### src/verilog/spi_macros.svh
`ifndef SPI_MACROS_SVH
`define SPI_MACROS_SVH

// Longest transfer, also the width of the data ports
`define SPI_WORD_BITS 24

// System clocks per serial clock half period
`define SPI_CLK_DIV 4

// Peripherals sharing the serial engine
`define SPI_NUM_PERIPH 4

// Wide enough to hold SPI_WORD_BITS
`define SPI_COUNT_BITS 5

`endif
### src/verilog/spi_pkg.sv
`include "spi_macros.svh"

package spi_pkg;

   typedef logic [`SPI_WORD_BITS-1:0]  spi_word_t;
   typedef logic [`SPI_COUNT_BITS-1:0] spi_count_t;

   // 0 db rx, 1 db tx, 2 codec, 3 clock gen
   typedef logic [1:0]                 periph_sel_t;

   // Active low, same index order as periph_sel_t
   typedef logic [`SPI_NUM_PERIPH-1:0] periph_en_t;

   typedef enum logic [1:0] {
      st_idle,
      st_lead,
      st_shift,
      st_trail
   } spi_state_t;

endpackage

### src/verilog/spi_board_top.sv
module spi_board_top (
   input  logic                 clk_fpga,
   input  logic                 reset,
   input  logic                 go,
   input  spi_pkg::periph_sel_t periph_sel,
   input  spi_pkg::spi_count_t  num_bits,
   input  spi_pkg::spi_word_t   tx_data,
   output spi_pkg::spi_word_t   rx_data,
   output logic                 busy,
   output logic                 done,
   output logic                 db_rx_sclk,
   output logic                 db_rx_sen,
   output logic                 db_rx_mosi,
   input  logic                 db_rx_miso,
   output logic                 db_tx_sclk,
   output logic                 db_tx_sen,
   output logic                 db_tx_mosi,
   input  logic                 db_tx_miso,
   output logic                 codec_sclk,
   output logic                 codec_sen,
   output logic                 codec_mosi,
   input  logic                 codec_miso,
   output logic                 cgen_sclk,
   output logic                 cgen_sen,
   output logic                 cgen_mosi,
   input  logic                 cgen_miso
);

   logic                timer_start;
   logic                shift_load;
   logic                sclk_run;
   logic                half_tick;
   logic                rise_tick;
   logic                fall_tick;
   logic                last_bit;
   logic                sclk;
   logic                mosi;
   logic                miso;
   spi_pkg::periph_en_t periph_en;

   spi_ctrl_fsm spi_ctrl_fsm_i (
      .clk_fpga(clk_fpga), .reset(reset), .go(go), .periph_sel(periph_sel),
      .last_bit(last_bit), .half_tick(half_tick), .timer_start(timer_start),
      .shift_load(shift_load), .sclk_run(sclk_run), .periph_en(periph_en),
      .busy(busy), .done(done));

   spi_bit_timer spi_bit_timer_i (
      .clk_fpga(clk_fpga), .reset(reset), .timer_start(timer_start),
      .num_bits(num_bits), .sclk_run(sclk_run), .half_tick(half_tick),
      .rise_tick(rise_tick), .fall_tick(fall_tick), .last_bit(last_bit),
      .sclk(sclk));

   spi_shift_reg spi_shift_reg_i (
      .clk_fpga(clk_fpga), .reset(reset), .shift_load(shift_load),
      .tx_data(tx_data), .num_bits(num_bits), .rise_tick(rise_tick),
      .fall_tick(fall_tick), .miso(miso), .mosi(mosi), .rx_data(rx_data));

   spi_pin_mux spi_pin_mux_i (
      .sclk(sclk), .mosi(mosi), .periph_en(periph_en), .miso(miso),
      .db_rx_sclk(db_rx_sclk), .db_rx_sen(db_rx_sen),
      .db_rx_mosi(db_rx_mosi), .db_rx_miso(db_rx_miso),
      .db_tx_sclk(db_tx_sclk), .db_tx_sen(db_tx_sen),
      .db_tx_mosi(db_tx_mosi), .db_tx_miso(db_tx_miso),
      .codec_sclk(codec_sclk), .codec_sen(codec_sen),
      .codec_mosi(codec_mosi), .codec_miso(codec_miso),
      .cgen_sclk(cgen_sclk), .cgen_sen(cgen_sen),
      .cgen_mosi(cgen_mosi), .cgen_miso(cgen_miso));

endmodule

### src/verilog/spi_pin_mux.sv
module spi_pin_mux (
   input  logic                sclk,
   input  logic                mosi,
   input  spi_pkg::periph_en_t periph_en,
   output logic                miso,
   output logic                db_rx_sclk,
   output logic                db_rx_sen,
   output logic                db_rx_mosi,
   input  logic                db_rx_miso,
   output logic                db_tx_sclk,
   output logic                db_tx_sen,
   output logic                db_tx_mosi,
   input  logic                db_tx_miso,
   output logic                codec_sclk,
   output logic                codec_sen,
   output logic                codec_mosi,
   input  logic                codec_miso,
   output logic                cgen_sclk,
   output logic                cgen_sen,
   output logic                cgen_mosi,
   input  logic                cgen_miso
);

   assign {db_rx_sen, db_tx_sen, codec_sen, cgen_sen} =
      {periph_en[0], periph_en[1], periph_en[2], periph_en[3]};

   // Idle pins held low
   assign {db_rx_sclk, db_rx_mosi} = ~periph_en[0] ? {sclk, mosi} : 2'b00;
   assign {db_tx_sclk, db_tx_mosi} = ~periph_en[1] ? {sclk, mosi} : 2'b00;
   assign {codec_sclk, codec_mosi} = ~periph_en[2] ? {sclk, mosi} : 2'b00;
   assign {cgen_sclk, cgen_mosi}   = ~periph_en[3] ? {sclk, mosi} : 2'b00;

   assign miso = (~periph_en[0] & db_rx_miso) |
                 (~periph_en[1] & db_tx_miso) |
                 (~periph_en[2] & codec_miso) |
                 (~periph_en[3] & cgen_miso);   // Deselected parts masked off

endmodule

### src/verilog/spi_shift_reg.sv
`include "spi_macros.svh"

module spi_shift_reg (
   input  logic                clk_fpga,
   input  logic                reset,
   input  logic                shift_load,
   input  spi_pkg::spi_word_t  tx_data,
   input  spi_pkg::spi_count_t num_bits,
   input  logic                rise_tick,
   input  logic                fall_tick,
   input  logic                miso,
   output logic                mosi,
   output spi_pkg::spi_word_t  rx_data
);

   spi_pkg::spi_word_t  tx_reg;
   spi_pkg::spi_count_t rx_left;   // Samples still expected

   assign mosi = tx_reg[`SPI_WORD_BITS-1];   // MSB first

   always_ff @(posedge clk_fpga) begin
      if (shift_load) begin
         tx_reg <= tx_data;
      end else if (fall_tick) begin
         tx_reg <= {tx_reg[`SPI_WORD_BITS-2:0], 1'b0};
      end
   end

   // Capture side, fills from the low end so the result lands right-aligned
   always_ff @(posedge clk_fpga) begin
      if (reset) begin
         rx_data <= '0;
         rx_left <= '0;
      end else if (shift_load) begin
         rx_data <= '0;
         rx_left <= num_bits;
      end else if (rise_tick && (rx_left != '0)) begin
         rx_data <= {rx_data[`SPI_WORD_BITS-2:0], miso};
         rx_left <= rx_left - 1'b1;
      end
   end

endmodule

### src/verilog/spi_bit_timer.sv
`include "spi_macros.svh"

module spi_bit_timer (
   input  logic                clk_fpga,
   input  logic                reset,
   input  logic                timer_start,
   input  spi_pkg::spi_count_t num_bits,
   input  logic                sclk_run,
   output logic                half_tick,
   output logic                rise_tick,
   output logic                fall_tick,
   output logic                last_bit,
   output logic                sclk
);

   localparam int DIV_W = (`SPI_CLK_DIV > 1) ? $clog2(`SPI_CLK_DIV) : 1;
   localparam logic [DIV_W-1:0] DIV_LAST = DIV_W'(`SPI_CLK_DIV - 1);

   logic                running;
   logic [DIV_W-1:0]    div_cnt;
   spi_pkg::spi_count_t bits_left;

   assign half_tick = running && (div_cnt == DIV_LAST);
   assign rise_tick = half_tick && sclk_run && !sclk;
   assign fall_tick = half_tick && sclk_run && sclk;
   assign last_bit  = (bits_left == spi_pkg::spi_count_t'(1));

   always_ff @(posedge clk_fpga) begin
      if (reset) begin
         running   <= 1'b0;
         div_cnt   <= '0;
         sclk      <= 1'b0;
         bits_left <= '0;
      end else if (timer_start) begin
         running   <= 1'b1;
         div_cnt   <= '0;
         sclk      <= 1'b0;
         bits_left <= num_bits;
      end else begin
         if (running) begin
            div_cnt <= half_tick ? '0 : div_cnt + 1'b1;
         end
         if (half_tick && sclk_run) begin
            sclk <= ~sclk;
         end
         if (fall_tick) begin
            bits_left <= bits_left - 1'b1;   // One bit done per falling edge
         end
         if (half_tick && !sclk_run && (bits_left == '0)) begin
            running <= 1'b0;   // End of trail half period
         end
      end
   end

endmodule

### src/verilog/spi_ctrl_fsm.sv
module spi_ctrl_fsm (
   input  logic                 clk_fpga,
   input  logic                 reset,
   input  logic                 go,
   input  spi_pkg::periph_sel_t periph_sel,
   input  logic                 last_bit,
   input  logic                 half_tick,
   output logic                 timer_start,
   output logic                 shift_load,
   output logic                 sclk_run,
   output spi_pkg::periph_en_t  periph_en,
   output logic                 busy,
   output logic                 done
);

   spi_pkg::spi_state_t state;
   logic                fall_half;   // Next shift tick is a falling edge
   logic                accept;

   assign accept     = go && (state == spi_pkg::st_idle);   // Dropped while busy
   assign shift_load = accept;
   assign sclk_run   = (state == spi_pkg::st_shift);
   assign busy       = (state != spi_pkg::st_idle);

   always_ff @(posedge clk_fpga) begin
      if (reset) begin
         state       <= spi_pkg::st_idle;
         periph_en   <= '1;
         timer_start <= 1'b0;
         fall_half   <= 1'b0;
         done        <= 1'b0;
      end else begin
         timer_start <= accept;
         done        <= 1'b0;
         case (state)
            spi_pkg::st_idle: begin
               if (go) begin
                  state     <= spi_pkg::st_lead;
                  periph_en <= ~(spi_pkg::periph_en_t'(1) << periph_sel);
               end
            end
            spi_pkg::st_lead: begin
               fall_half <= 1'b0;
               if (half_tick) begin
                  state <= spi_pkg::st_shift;
               end
            end
            spi_pkg::st_shift: begin
               if (half_tick) begin
                  fall_half <= ~fall_half;
                  if (fall_half && last_bit) begin   // Falling half of final bit
                     state <= spi_pkg::st_trail;
                  end
               end
            end
            spi_pkg::st_trail: begin
               if (half_tick) begin
                  state     <= spi_pkg::st_idle;
                  periph_en <= '1;
                  done      <= 1'b1;
               end
            end
            default: begin
               state     <= spi_pkg::st_idle;
               periph_en <= '1;
            end
         endcase
      end
   end

endmodule

### config.mk
export PLATFORM = sky130hd
export DESIGN_NAME = spi_board_top
export DESIGN_NICKNAME = d
export VERILOG_FILES = /design/src/verilog/spi_pkg.sv /design/src/verilog/spi_board_top.sv /design/src/verilog/spi_pin_mux.sv /design/src/verilog/spi_shift_reg.sv /design/src/verilog/spi_bit_timer.sv /design/src/verilog/spi_ctrl_fsm.sv
export VERILOG_INCLUDE_DIRS = /design/src /design/src/verilog
export SDC_FILE = /design/constraint.sdc
export NUM_CORES = 1
export LEC_CHECK = 0
export BUFFER_PORTS_ARGS = -buffer_cell sky130_fd_sc_hd__clkbuf_2
export CORE_MARGIN = 5
export CORE_UTILIZATION = 35
export DETAILED_ROUTE_END_ITERATION = 12
export SETUP_SLACK_MARGIN = 0.02
export SLEW_MARGIN = 20
export SYNTH_ARGS = -nofsm -noshare
export SYNTH_HDL_FRONTEND = slang
export SYNTH_SLANG_ARGS = --single-unit
export TNS_END_PERCENT = 1
### constraint.sdc
create_clock -name clk_fpga -period 2.9 [get_ports clk_fpga]
set_clock_uncertainty 0.1 [all_clocks]
set_input_delay 0.29 -clock clk_fpga [delete_from_list [all_inputs] [get_ports clk_fpga]]
set_output_delay 0.29 -clock clk_fpga [all_outputs]
set_load 0.05 [all_outputs]
==> results.md <==
- IO Pins: 76
- Post-synth EDFFs: 24
- Sequential share of power: 0.453
- Critical Path RT: a little over 3000 ps
- TritonCTS Buffers: 9
- Worst-margin pin slew: between 400 and 500 ps
- Vias in the first global route: 2357
- Initial detailed-routing violation count: 116
- Clk_lat worst skew: ~340 ps
- Synth warnings: 0
- Crit end category: flip-flop
- Commonest cells after routing, fill and taps aside: 75 x clkbuf_2, 54 x nand2_1, 47 x dfxtp_1
- Rows: 34
- PostCTS Resize Cnt: 0
- Clk slew on worst S/H paths: around 80 ps
- Relative slew margins: 0.669
- Total wire length: between 6000 and 7000 um
- Reg2Reg Depth: 6
- Chip height: roughly 100 um
- Ant diodes: 0
- Setup TNS: 0 ps
- FF-to-FF End: spi_shift_reg_i.rx_left[3]
- Worst setup path end: spi_shift_reg_i.rx_left[3]
- Initial antenna violation count: 0
- Met3 Wirelength: 402 um
- Run status: finished, final reports clean
- Post-synthesis mux area share: 0.0930
- Largest net degree at the start of global routing: 28
- Clock power frac: 0.281
- Final setup vio count: 0
- Synth Area in Adders: 0.0362
- Vias per cell: around 4.8
- Fin crit share: 0.726
- Slew Limit Fails: 0
- Routed Antenna Nets: 0
- Finished Cell Area: ~3800 um^2
- Met2 wire len: around 3100 um
- Clock tree from TritonCTS: done
- Hold WC Path Type: in2reg
- Metal-1 WL: between 3000 and 4000 um
- H-tree lvl count: 3
- Largest family of logic cells by synthesized area: simple AND/OR/NAND/NOR gates
- Port bufs: 75
- Leakage: around 1.6 nW
- Synth cell types: between 40 and 50
- Register bit total from synthesis: 71
- Startpoint types: flip-flop
- Root Driver: clkbuf_8
- Register area share after synthesis: 0.535
- RSZ-0062 raised after global routing: no
- Synth Area in Compound Gates: 0.107
- VDD IR max: 0.451 mV
- Sw Share: 0.318
- Share of layout cells above drive strength 1: 0.312
- Top Metal Used: met4
- Worst Path Arrival: between 2000 and 2500 ps
- Clk sinks: a little over 70
- Type of the worst setup path: reg2reg
- DRC viols: 0
- R2R Path Start: spi_ctrl_fsm_i.state[0]
- CP max FO: 25
- Fin. Hold Viols: 0
- Pwr/cell area: ~800 nW/um^2
- Worst-path cell with the longest stage delay: or2_2
- Most common cell after layout, fill and taps aside: clkbuf_2
- Final Wtd Congestion: about 0.76
- Tot GR Track Use: 0.126
- R2R setup slack: between 700 and 800 ps
- Synthesized cell area: 3110 um^2
- Core region area: roughly 8700 um^2
- Die Wd: about 100 um
- Max Buffers Root-to-Sink: 2
- Syn avg cell area: about 10 um^2
- Switching pwr: ~0.97 mW
- Dpl hpwl: roughly 4800 um
- Combinational share of power: 0.266
- Net count, final: ~430
- First-pass GRT wire length: about 11000 um
- Largest stage delay, worst path: 560 ps
- Final Critical Period: roughly 2100 ps
- Drt wl/cell: between 10 and 15 um
- FMAX: ~480 MHz
- First-pass DRT Iterations: 4
- Max Cap Viol: 0
- Post-Synth XOR/XNOR Area: 0.0141
- Area post-placement: between 3000 and 4000 um^2
- Die area: roughly 11000 um^2
- Post-synth net total: approximately 360
- Simple-gate portion of the synthesized area: 0.171
- Critical-path cell list: inv_1 -> ha_1 -> nand4b_1 -> or2_2 -> o22a_1 -> o32ai_1
- CP startpoint: spi_ctrl_fsm_i.state[0]
- Grt total ovfl: 0
- Initial Utilization: 0.358
- Vias: between 2000 and 2500
- Synth-to-layout area growth: 22.5%
- Hold Buf Count CTS: 0
- Fill cell total of the finished layout: 883
- P_int: 2.08 mW
- Prevailing post-synth register cell: dfxtp_1
- # Post-CTS Setup Buffers: 0
- Post-Synthesis Cells: 311
- Async S/R FF share, synth: 0
layer usage:
| metal | GRT usage | vias up |
|---|---|---|
| li1 | - | 1234 |
| met1 | 0.165 | 1108 |
| met2 | 0.197 | 57 |
| met3 | 0.0484 | 2 |
| met4 | 0.0305 | 0 |
| met5 | 0 | - |
per-stage QoR:
stage,setup WS (ps),hold WS [ps],power (mW),util,instances
after floorplan,767,331,2.01,-,311
after global placement,876,348,2.20,0.413,483
after detailed placement,799,351,2.22,0.413,483
after CTS,775,96.2,3.10,0.439,499
after global routing,595,104,3.25,0.439,499
final,795,114,3.05,0.439,499
area by class of cell:
type	count	area, um^2	share of cell area
Multi-Input combinational cell	207	1310	0.344
Sequential cell	71	1660	0.436
Clock inverter	6	73.8	0.0194
Inverter	17	63.8	0.0168
Clock buffer	10	149	0.0391
Tap cell	108	135	0.0355
Timing Repair Buffer	80	413	0.108
logic make-up after synthesis:
| family | count (synthesis) |
|---|---|
| buf+inv | 33 |
| compound gates | 56 |
| xor+xnor | 5 |
| mux | 26 |
| simple gates | 111 |
| flops | 71 |
| fa+ha+maj | 9 |
power by group through the flow:
| stage | clock (mW) | sequential, mW | combinational, mW |
|---|---|---|---|
| final | 0.857 | 1.38 | 0.812 |
| after global placement | 0 | 1.41 | 0.791 |
| after detailed placement | 0 | 1.41 | 0.818 |
| after floorplan | 0 | 1.40 | 0.608 |
| after CTS | 0.887 | 1.38 | 0.823 |
| after global routing | 0.939 | 1.41 | 0.904 |
critical path: cells and delay by family (launching register included):
| kind | cells | cell delay (ps) |
|---|---|---|
| AND/OR/NAND/NOR | 2 | 800 |
| AO/OA/AOI/OAI | 2 | 370 |
| flip-flops | 1 | 340 |
| adder cells (fa/ha/maj) | 1 | 290 |
| buffers and inverters | 1 | 110 |
synthesized netlist by cell type, types with 3 or more instances:
cell,n,area share
nor4_1,4,0.0081
nor3_1,4,0.0064
clkbuf_1,9,0.011
a21oi_1,31,0.050
dfxtp_1,47,0.30
nor2_1,16,0.019
nand2b_1,3,0.0060
o21a_1,4,0.0097
o21ai_0,6,0.0097
inv_1,17,0.021
edfxtp_1,24,0.23
nand3_1,4,0.0064
or3_1,3,0.0060
buf_2,3,0.0048
xor2_1,3,0.0085
o22ai_1,3,0.0060
mux2_2,23,0.083
nor2b_1,8,0.016
mux2i_1,3,0.0097
nand2_1,54,0.065
ha_1,9,0.036
worst min path at each step:
stage	start	end	slack, ps	cells past startpoint
after floorplan	num_bits[1]	spi_bit_timer_i.bits_left[1]	330	2
after global placement	spi_shift_reg_i.rx_data[23]	spi_shift_reg_i.rx_data[23]	350	2
after detailed placement	spi_shift_reg_i.rx_data[23]	spi_shift_reg_i.rx_data[23]	350	2
after CTS	num_bits[0]	spi_bit_timer_i.bits_left[0]	100	3
after global routing	num_bits[1]	spi_bit_timer_i.bits_left[1]	100	3
final	num_bits[0]	spi_bit_timer_i.bits_left[0]	110	3
Note: power is estimated with default switching activity, not from simulation.
